## src/verilog/chip_cfg_pkg.sv

```systemverilog
package chip_cfg_pkg;

  ////////////////////////////////////////
  // Link client payload
  typedef struct packed
  {
    logic       enable;
    logic [3:0] credits;
    logic [2:0] width_sel;
  } link_cfg_s;

  ////////////////////////////////////////
  // Core client payload
  typedef struct packed
  {
    logic       reset;
    logic [6:0] clk_div;
    logic [7:0] mode;
  } core_cfg_s;

endpackage

```

## src/verilog/tag_pkg.sv

```systemverilog
package tag_pkg;

  ////////////////////////////////////////
  // Protocol widths
  parameter int tag_max_payload_width_gp = 16;
  parameter int tag_lg_max_clients_gp    = 3;
  parameter int tag_len_width_gp         = 5;

  typedef enum logic [1:0]
  {
    NOP  = 2'd0,
    SEND = 2'd1,
    WAIT = 2'd2,
    DONE = 2'd3
  } tag_op_e;

  // For WAIT the payload holds the idle count
  typedef struct packed
  {
    tag_op_e                             op;
    logic [tag_lg_max_clients_gp-1:0]    client_id;
    logic                                data_not_reset;
    logic [tag_len_width_gp-1:0]         len;
    logic [tag_max_payload_width_gp-1:0] payload;
  } tag_trace_s;

  // Packet as seen by the clients
  typedef struct packed
  {
    logic                                data_not_reset;
    logic [tag_len_width_gp-1:0]         len;
    logic [tag_max_payload_width_gp-1:0] payload;
  } tag_write_s;

  // Ones below len, zeros above
  function automatic logic [tag_max_payload_width_gp-1:0] tag_len_mask
    (input logic [tag_len_width_gp-1:0] len);
    logic [tag_max_payload_width_gp-1:0] mask;
    mask = '0;
    for (int i = 0; i < tag_max_payload_width_gp; i++)
      mask[i] = (i < int'(len));
    return mask;
  endfunction

endpackage
```

## src/verilog/tag_chip_top.sv

```systemverilog
`timescale 1ns/1ps

module tag_chip_top
  #(parameter int num_clients_p = 4)
  (input  logic                    clk_i
  ,input  logic                    rst_n_i
  ,input  tag_pkg::tag_trace_s     trace_i
  ,input  logic                    trace_v_i
  ,output logic                    trace_ready_o
  ,output logic                    tag_data_o
  ,output logic                    done_o
  ,output logic                    error_o
  ,output chip_cfg_pkg::link_cfg_s io_link_cfg_o
  ,output chip_cfg_pkg::link_cfg_s mem_link_cfg_o
  ,output chip_cfg_pkg::core_cfg_s core_cfg_o
  ,output chip_cfg_pkg::core_cfg_s clk_cfg_o
  );

  import tag_pkg::*;
  import chip_cfg_pkg::*;

  tag_write_s               write_lo;
  logic [num_clients_p-1:0] client_sel_lo;

  ////////////////////////////////////////
  // Trace replay and tag master
  tag_trace_replay replay
    (.clk_i        ( clk_i )
    ,.rst_n_i      ( rst_n_i )
    ,.trace_i      ( trace_i )
    ,.trace_v_i    ( trace_v_i )
    ,.trace_ready_o( trace_ready_o )
    ,.tag_data_o   ( tag_data_o )
    ,.done_o       ( done_o )
    );

  tag_master #(.num_clients_p( num_clients_p )) btm
    (.clk_i       ( clk_i )
    ,.rst_n_i     ( rst_n_i )
    ,.tag_data_i  ( tag_data_o )
    ,.write_o     ( write_lo )
    ,.client_sel_o( client_sel_lo )
    ,.error_o     ( error_o )
    );

  ////////////////////////////////////////
  // Clients 0 and 1 are links, 2 and 3 are core
  tag_client #(.payload_t( link_cfg_s )) io_link_client
    (.clk_i( clk_i ), .rst_n_i( rst_n_i ), .sel_i( client_sel_lo[0] )
    ,.write_i( write_lo ), .value_o( io_link_cfg_o ));

  tag_client #(.payload_t( link_cfg_s )) mem_link_client
    (.clk_i( clk_i ), .rst_n_i( rst_n_i ), .sel_i( client_sel_lo[1] )
    ,.write_i( write_lo ), .value_o( mem_link_cfg_o ));

  tag_client #(.payload_t( core_cfg_s )) core_client
    (.clk_i( clk_i ), .rst_n_i( rst_n_i ), .sel_i( client_sel_lo[2] )
    ,.write_i( write_lo ), .value_o( core_cfg_o ));

  tag_client #(.payload_t( core_cfg_s )) clk_client
    (.clk_i( clk_i ), .rst_n_i( rst_n_i ), .sel_i( client_sel_lo[3] )
    ,.write_i( write_lo ), .value_o( clk_cfg_o ));

endmodule

```

## src/verilog/tag_client.sv

```systemverilog
`timescale 1ns/1ps

module tag_client
  #(parameter type payload_t = logic [7:0])
  (input  logic                clk_i
  ,input  logic                rst_n_i
  ,input  logic                sel_i
  ,input  tag_pkg::tag_write_s write_i
  ,output payload_t            value_o
  );

  import tag_pkg::*;

  localparam int width_lp = $bits(payload_t);

  logic [tag_max_payload_width_gp-1:0] masked;
  payload_t                            value_r;

  // Bits past len read as zero
  assign masked  = write_i.payload & tag_len_mask(write_i.len);
  assign value_o = value_r;

  ////////////////////////////////////////
  // Configuration register
  always_ff @(posedge clk_i)
  begin
    if (!rst_n_i)
      value_r <= '0;
    else if (sel_i)
    begin
      if (write_i.data_not_reset)
        value_r <= payload_t'(masked[width_lp-1:0]);
      else
        value_r <= '0;
    end
  end

endmodule

```

## src/verilog/tag_master.sv

```systemverilog
`timescale 1ns/1ps

module tag_master
  #(parameter int num_clients_p = 4)
  (input  logic                     clk_i
  ,input  logic                     rst_n_i
  ,input  logic                     tag_data_i
  ,output tag_pkg::tag_write_s      write_o
  ,output logic [num_clients_p-1:0] client_sel_o
  ,output logic                     error_o
  );

  import tag_pkg::*;

  typedef enum logic [1:0] {st_idle, st_hdr, st_pay} state_e;

  // Header as it arrives after the start bit
  typedef struct packed
  {
    logic [tag_len_width_gp-1:0]      len;
    logic [tag_lg_max_clients_gp-1:0] client_id;
    logic                             data_not_reset;
  } header_s;

  localparam int hdr_bits_lp      = $bits(header_s);
  localparam int hdr_cnt_width_lp = $clog2(hdr_bits_lp);
  localparam int pay_idx_width_lp = $clog2(tag_max_payload_width_gp);

  state_e                              state_r;
  header_s                             hdr_r;
  header_s                             hdr_n;
  header_s                             hdr_cur;
  logic [hdr_cnt_width_lp-1:0]         hdr_cnt_r;
  logic [tag_len_width_gp-1:0]         pay_cnt_r;
  logic [tag_max_payload_width_gp-1:0] pay_r;
  logic [tag_max_payload_width_gp-1:0] pay_n;
  logic                                last_hdr;
  logic                                last_pay;
  logic                                pkt_end;
  logic                                bad_id;
  logic [num_clients_p-1:0]            sel_n;
  tag_write_s                          write_r;
  logic [num_clients_p-1:0]            sel_r;
  logic                                error_r;

  assign write_o      = write_r;
  assign client_sel_o = sel_r;
  assign error_o      = error_r;

  ////////////////////////////////////////
  // Next header, payload and select
  always_comb
  begin
    hdr_n = header_s'({tag_data_i, hdr_r[hdr_bits_lp-1:1]});
    pay_n = pay_r;
    if (pay_cnt_r < tag_len_width_gp'(tag_max_payload_width_gp))
      pay_n[pay_cnt_r[pay_idx_width_lp-1:0]] = tag_data_i;

    last_hdr = (state_r == st_hdr) && (hdr_cnt_r == hdr_cnt_width_lp'(hdr_bits_lp - 1));
    last_pay = (state_r == st_pay) && (pay_cnt_r == hdr_r.len - 1'b1);
    hdr_cur  = (state_r == st_hdr) ? hdr_n : hdr_r;
    pkt_end  = (last_hdr && (hdr_n.len == '0)) || last_pay;

    bad_id = int'(hdr_cur.client_id) >= num_clients_p;
    for (int i = 0; i < num_clients_p; i++)
      sel_n[i] = (int'(hdr_cur.client_id) == i);
  end

  always_ff @(posedge clk_i)
  begin
    if (state_r == st_idle)
      pay_r <= '0;
    else if (state_r == st_pay)
      pay_r <= pay_n;

    if (state_r == st_hdr)
      hdr_r <= hdr_n;

    if (pkt_end)
    begin
      write_r.data_not_reset <= hdr_cur.data_not_reset;
      write_r.len            <= hdr_cur.len;
      write_r.payload        <= (state_r == st_pay) ? pay_n : '0;
    end
  end

  always_ff @(posedge clk_i)
  begin
    if (!rst_n_i)
    begin
      state_r   <= st_idle;
      hdr_cnt_r <= '0;
      pay_cnt_r <= '0;
      sel_r     <= '0;
      error_r   <= 1'b0;
    end
    else
    begin
      sel_r <= (pkt_end && !bad_id) ? sel_n : '0;
      if (pkt_end && bad_id)
        error_r <= 1'b1;

      case (state_r)
        st_idle:
        begin
          hdr_cnt_r <= '0;
          pay_cnt_r <= '0;
          if (tag_data_i)
            state_r <= st_hdr;
        end
        st_hdr:
        begin
          hdr_cnt_r <= hdr_cnt_r + 1'b1;
          if (last_hdr)
            state_r <= (hdr_n.len == '0) ? st_idle : st_pay;
        end
        default:
        begin
          pay_cnt_r <= pay_cnt_r + 1'b1;
          if (last_pay)
            state_r <= st_idle;
        end
      endcase
    end
  end

endmodule

```

## src/verilog/tag_trace_replay.sv

```systemverilog
`timescale 1ns/1ps

module tag_trace_replay
  (input  logic                clk_i
  ,input  logic                rst_n_i
  ,input  tag_pkg::tag_trace_s trace_i
  ,input  logic                trace_v_i
  ,output logic                trace_ready_o
  ,output logic                tag_data_o
  ,output logic                done_o
  );

  import tag_pkg::*;

  typedef enum logic [1:0] {st_idle, st_shift, st_wait, st_done} state_e;

  // Bit 0 leaves first
  typedef struct packed
  {
    logic [tag_max_payload_width_gp-1:0] payload;
    logic [tag_len_width_gp-1:0]         len;
    logic [tag_lg_max_clients_gp-1:0]    client_id;
    logic                                data_not_reset;
    logic                                start;
  } packet_s;

  localparam int pkt_width_lp = $bits(packet_s);
  localparam int hdr_bits_lp  = pkt_width_lp - tag_max_payload_width_gp;
  localparam int cnt_width_lp = tag_max_payload_width_gp;

  state_e                  state_r;
  logic [pkt_width_lp-1:0] sreg_r;
  logic [cnt_width_lp-1:0] cnt_r;
  logic                    tag_data_r;
  packet_s                 pkt_n;
  logic                    accept;

  assign trace_ready_o = (state_r == st_idle) || (state_r == st_done);
  assign accept        = trace_v_i & trace_ready_o;
  assign tag_data_o    = tag_data_r;
  assign done_o        = (state_r == st_done);

  // Payload above len is zeroed so the line falls back to idle
  always_comb
  begin
    pkt_n.payload        = trace_i.payload & tag_len_mask(trace_i.len);
    pkt_n.len            = trace_i.len;
    pkt_n.client_id      = trace_i.client_id;
    pkt_n.data_not_reset = trace_i.data_not_reset;
    pkt_n.start          = 1'b1;
  end

  always_ff @(posedge clk_i)
  begin
    if (accept)
      sreg_r <= pkt_n;
    else
      sreg_r <= sreg_r >> 1;
  end

  always_ff @(posedge clk_i)
  begin
    if (!rst_n_i)
    begin
      state_r    <= st_idle;
      cnt_r      <= '0;
      tag_data_r <= 1'b0;
    end
    else
    begin
      tag_data_r <= 1'b0;
      case (state_r)
        st_idle:
        begin
          if (trace_v_i)
          begin
            case (trace_i.op)
              SEND:
              begin
                // One extra trailing cycle drives the idle 0
                state_r <= st_shift;
                cnt_r   <= cnt_width_lp'(hdr_bits_lp + 1) + cnt_width_lp'(trace_i.len);
              end
              WAIT:
              begin
                if (trace_i.payload != '0)
                begin
                  state_r <= st_wait;
                  cnt_r   <= trace_i.payload;
                end
              end
              DONE:
                state_r <= st_done;
              default:
                state_r <= st_idle;
            endcase
          end
        end
        st_shift:
        begin
          tag_data_r <= sreg_r[0];
          cnt_r      <= cnt_r - 1'b1;
          if (cnt_r == cnt_width_lp'(1))
            state_r <= st_idle;
        end
        st_wait:
        begin
          cnt_r <= cnt_r - 1'b1;
          if (cnt_r == cnt_width_lp'(1))
            state_r <= st_idle;
        end
        default:
          state_r <= st_done;
      endcase
    end
  end

endmodule

```

## config.mk

```make
export PLATFORM = sky130hd
export DESIGN_NAME = tag_chip_top
export DESIGN_NICKNAME = d
export VERILOG_FILES = /design/src/verilog/chip_cfg_pkg.sv /design/src/verilog/tag_pkg.sv /design/src/verilog/tag_chip_top.sv /design/src/verilog/tag_client.sv /design/src/verilog/tag_master.sv /design/src/verilog/tag_trace_replay.sv
export SDC_FILE = /design/constraint.sdc
export NUM_CORES = 1
export LEC_CHECK = 0
export CAP_MARGIN = 20
export CORE_MARGIN = 3
export CORE_UTILIZATION = 45
export DETAILED_ROUTE_END_ITERATION = 8
export DONT_BUFFER_PORTS = 1
export PLACE_DENSITY = 0.6
export SLEW_MARGIN = 20
export SYNTH_ARGS = -nofsm -noshare
export SYNTH_HDL_FRONTEND = slang
export SYNTH_SLANG_ARGS = --single-unit
```

## constraint.sdc

```tcl
create_clock -name clk_i -period 4.8 [get_ports clk_i]
set_input_delay 0.72 -clock clk_i [delete_from_list [all_inputs] [get_ports clk_i]]
set_output_delay 0.72 -clock clk_i [all_outputs]
set_load 0.03 [all_outputs]
```

==> metrics.md <==
| Metric | Value |
|---|---|
| Layout Cell Area excl Fill | `approximately 0.0077 mm²` |
| All-Layer GR Usage | `18.2%` |
| Clock Path Buffers | `2` |
| Synth Area per Inst | `between 9 and 10 µm²` |
| Sequential cell area fraction in the yosys report | `47.3%` |
| Synth area leader | `dfxtp_1` |
| Via-to-Cell Ratio | `about 5.4` |
| Mapped Area | `~0.007 mm²` |
| Ys async rst share | `0%` |
| Initial DRC count | `417` |
| Share of layout cells above drive strength 1 | `around 6.5%` |
| Post-CTS Setup Inserts | `0` |
| Clk pin slew, worst setup/hold paths | `0.06 ns` |
| Fill count | `roughly 1400` |
| Setup-failing EPs final | `0` |
| Achievable frequency | `roughly 310 MHz` |
| WL per Instance | `~16 µm` |
| Drt total wl | `15600 µm` |
| Pwr per Cell Area | `503 mW/mm²` |
| Synth area leaders | `dfxtp_1 38%, mux2i_1 9.8%, edfxtp_1 9.3%` |
| Clock Skew | `0.0116 ns` |
| Cell Area, Placed | `0.00718 mm²` |
| Number of synthesized flops with an enable pin | `22` |
| Crit path DAT | `between 3 and 4 ns` |
| Endpoints failing hold | `0` |
| Core Area | `0.0153 mm²` |
| Tightest Hold Check Type | `input port to flop` |
| DIE WIDTH | `131 µm` |
| Worst Path Required | `4.82 ns` |
| Total power | `0.00389 W` |
| Worst hold start | `trace_i[24]` |
| DR DRC count | `0` |
| First-pass GRT wire length | `25800 µm` |
| Final Critical Period | `between 3 and 4 ns` |
| # IOs | `82` |
| RR Startpoint | `btm.state_r[0]` |
| Seq cells post-synth | `156` |
| Synthesis warning total | `0` |
| Yosys cell types | `55` |
| Max-Slew Margin vs Limit | `roughly a third` |
| RSZ-0062 raised after global routing | `false` |
| Pin count of the biggest net entering global routing | `93` |
| Root Driver | `clkbuf_16` |
| Post-cts hold buffer count | `0` |
| Pre-CTS WS | `1.64 ns` |
| Final setup TNS | `0 ns` |
| Final worst slack | `1.62 ns` |
| Share of the synthesized area in the top cell type | `37.9%` |
| Worst Setup EP | `btm.write_o[5]` |
| H-Tree Depth | `4` |
| Vias in the first global route | `4906` |
| Initial Util | `46.2%` |
| ANT nets after route | `0` |
| Clk Latency, worst-skew pair | `0.42 ns` |
| Max-slew violations | `0` |
| CTS buffer count | `17` |
| Syn_nets | `815` |
| Worst-margin pin slew | `1.02 ns` |
| Max cap viols | `0` |
| Placement Rows | `45` |
| Top_reg_cell synth | `dfxtp_1` |
| Routed vias | `about 5200` |
| Crit. End Element | `flop` |
| Clock sink total | `~160` |
| Outcome | `completed` |
| Drt first pass iters | `5` |
| Antenna Cells | `0` |
| Leakage | `2.86 nW` |
| VDD IR max | `295 µV` |
| Worst Path Max Fanout | `22` |
| Nets | `789` |
| Fin crit share | `66.3%` |
| Die footprint | `0.0173 mm²` |
| Mapped Cells | `768` |
| Crit. Startpoint | `btm.state_r[0]` |
| Synth-to-layout area growth | `9.29%` |
| Path depth of the worst reg2reg path | `5` |
| R2r endpoint | `btm.write_o[5]` |
| R2R setup slack | `1.62 ns` |
| Initial antenna violation count | `0` |
| TritonCTS clock tree | `done` |
| Detailed-placement wirelength estimate | `11000 µm` |
| Post_cts resized | `0` |
| Hold slack | `0.411 ns` |
| DIE HEIGHT | `131 µm` |
| Type of origin of the critical path | `flop` |
| Buffers added on ports | `0` |
| Critical path type | `flop to flop` |
| GP Congestion | `0.874` |
| Global route overflow | `0` |
registers in the layout, indices dropped and copies added, names as in the netlist:
signal / flops
btm.hdr_n: 8
btm.pay_cnt_r: 5
mem_link_client.value_o: 8
btm.client_sel_o: 4
replay.cnt_r: 16
replay.sreg_r: 26
replay.tag_data_o: 1
clk_client.value_o: 16
btm.write_o: 22
btm.state_r: 2
io_link_client.value_o: 8
core_client.value_o: 16
replay.state_r: 2
btm.error_o: 1
btm.hdr_r: 1
btm.pay_r: 16
btm.hdr_cnt_r: 4
worst max-delay path, cell delays in order (launching register included):
cell and delay [ns]:
dfxtp_1 0.79, nand2b_1 0.61, nor3_1 0.12, nand4_1 0.12
a21boi_0 0.59, inv_1 0.56
worst min path at each step:
| stage | end | slack (ns) | depth (start not counted) |
|---|---|---|---|
| 2_1_floorplan | replay.sreg_r[11] | 0.39 | 2 |
| 3_3_place_gp | replay.sreg_r[21] | 0.40 | 2 |
| 3_5_place_dp | replay.sreg_r[0] | 0.41 | 1 |
| 4_1_cts | replay.sreg_r[4] | 0.39 | 2 |
| 5_1_grt | replay.sreg_r[4] | 0.38 | 2 |
| 6_report | replay.sreg_r[4] | 0.41 | 2 |
layout by cell type (no fill, tap or decap), types with 5 or more instances in the layout:
| master | n |
|---|---|
| xnor2_1 | 6 |
| xor2_1 | 5 |
| nand3_1 | 15 |
| clkbuf_16 | 17 |
| nand2b_1 | 10 |
| a21o_1 | 19 |
| nor3_1 | 11 |
| nor2_1 | 49 |
| a21oi_1 | 26 |
| nand2_1 | 103 |
| inv_1 | 23 |
| ha_1 | 17 |
| mux2i_1 | 69 |
| nor2b_1 | 64 |
| o21ai_0 | 47 |
| nor4_1 | 11 |
| a21boi_0 | 8 |
| mux2_2 | 6 |
| edfxtp_1 | 22 |
| dfxtp_1 | 134 |
| and3_1 | 6 |
cells by family (layout without fill, tap and decap cells):
kind of cell | after synthesis | in the layout | share of synthesized area [%]
and+or+nand+nor | 295 | 295 | 20.9
DFF | 156 | 156 | 47.3
AOI/OAI and AO/OA | 143 | 143 | 12.9
muxes | 75 | 75 | 10.7
buffers and inverters | 71 | 58 | 3.79
adders and majority gates | 17 | 17 | 3.01
xor gates and xnor gates | 11 | 11 | 1.36
layout make-up:
cell class                      instances  area, µm²  share of cell area, %
Clock buffer                           21        440                   5.70
Clock inverter                         11        111                   1.44
Inverter                               23       86.3                   1.12
Multi-Input combinational cell        541       3460                   44.8
Sequential cell                       156       3340                   43.3
Tap cell                              211        264                   3.42
Timing Repair Buffer                    3       22.5                  0.291
synth_stat cells, types with 2 or more instances:
cell,number
a211oi_1,3
a21boi_0,8
a21o_1,19
a21oi_1,26
a22oi_1,4
a31o_2,3
a31oi_1,3
a32o_1,4
and2_1,4
and3_1,6
clkbuf_1,47
dfxtp_1,134
edfxtp_1,22
ha_1,17
inv_1,23
mux2_2,6
mux2i_1,69
nand2_1,103
nand2b_1,10
nand3_1,15
nand4_1,3
nor2_1,49
nor2b_1,64
nor3_1,11
nor3b_1,3
nor4_1,11
o211a_1,2
o211ai_1,4
o21a_1,4
o21ai_0,47
o22ai_1,4
o311ai_0,2
o31ai_1,3
or2_2,3
or3b_2,2
or4_1,2
xnor2_1,6
xor2_1,5
per-layer routing:
| metal | GRT usage (%) | vias to the layer above | part of all wire, % |
|---|---|---|---|
| li1 | - | 2595 | - |
| met1 | 26.1 | 2475 | 49 |
| met2 | 26.3 | 151 | 44 |
| met3 | 6.09 | 10 | 6.3 |
| met4 | 5.19 | 0 | 0.73 |
| met5 | 0 | - | 0 |
report_power, final:
| part | switching [W] | leakage [nW] | total [W] | internal [W] |
|---|---|---|---|---|
| combinational | 0.000613 | 1.35 | 0.00100 | 0.000390 |
| clock | 0.000518 | 0.256 | 0.00124 | 0.000720 |
| sequential | 0.000130 | 1.25 | 0.00164 | 0.00151 |
| total | 0.00126 | 2.86 | 0.00389 | 0.00262 |
stage by stage:
step / util, % / cells
6_report: 50.5 / 966
5_1_grt: 50.5 / 966
4_1_cts: 50.5 / 966
3_5_place_dp: 46.9 / 934
3_3_place_gp: 46.9 / 934
2_1_floorplan: - / 768
(Power assumes the default switching activity.)
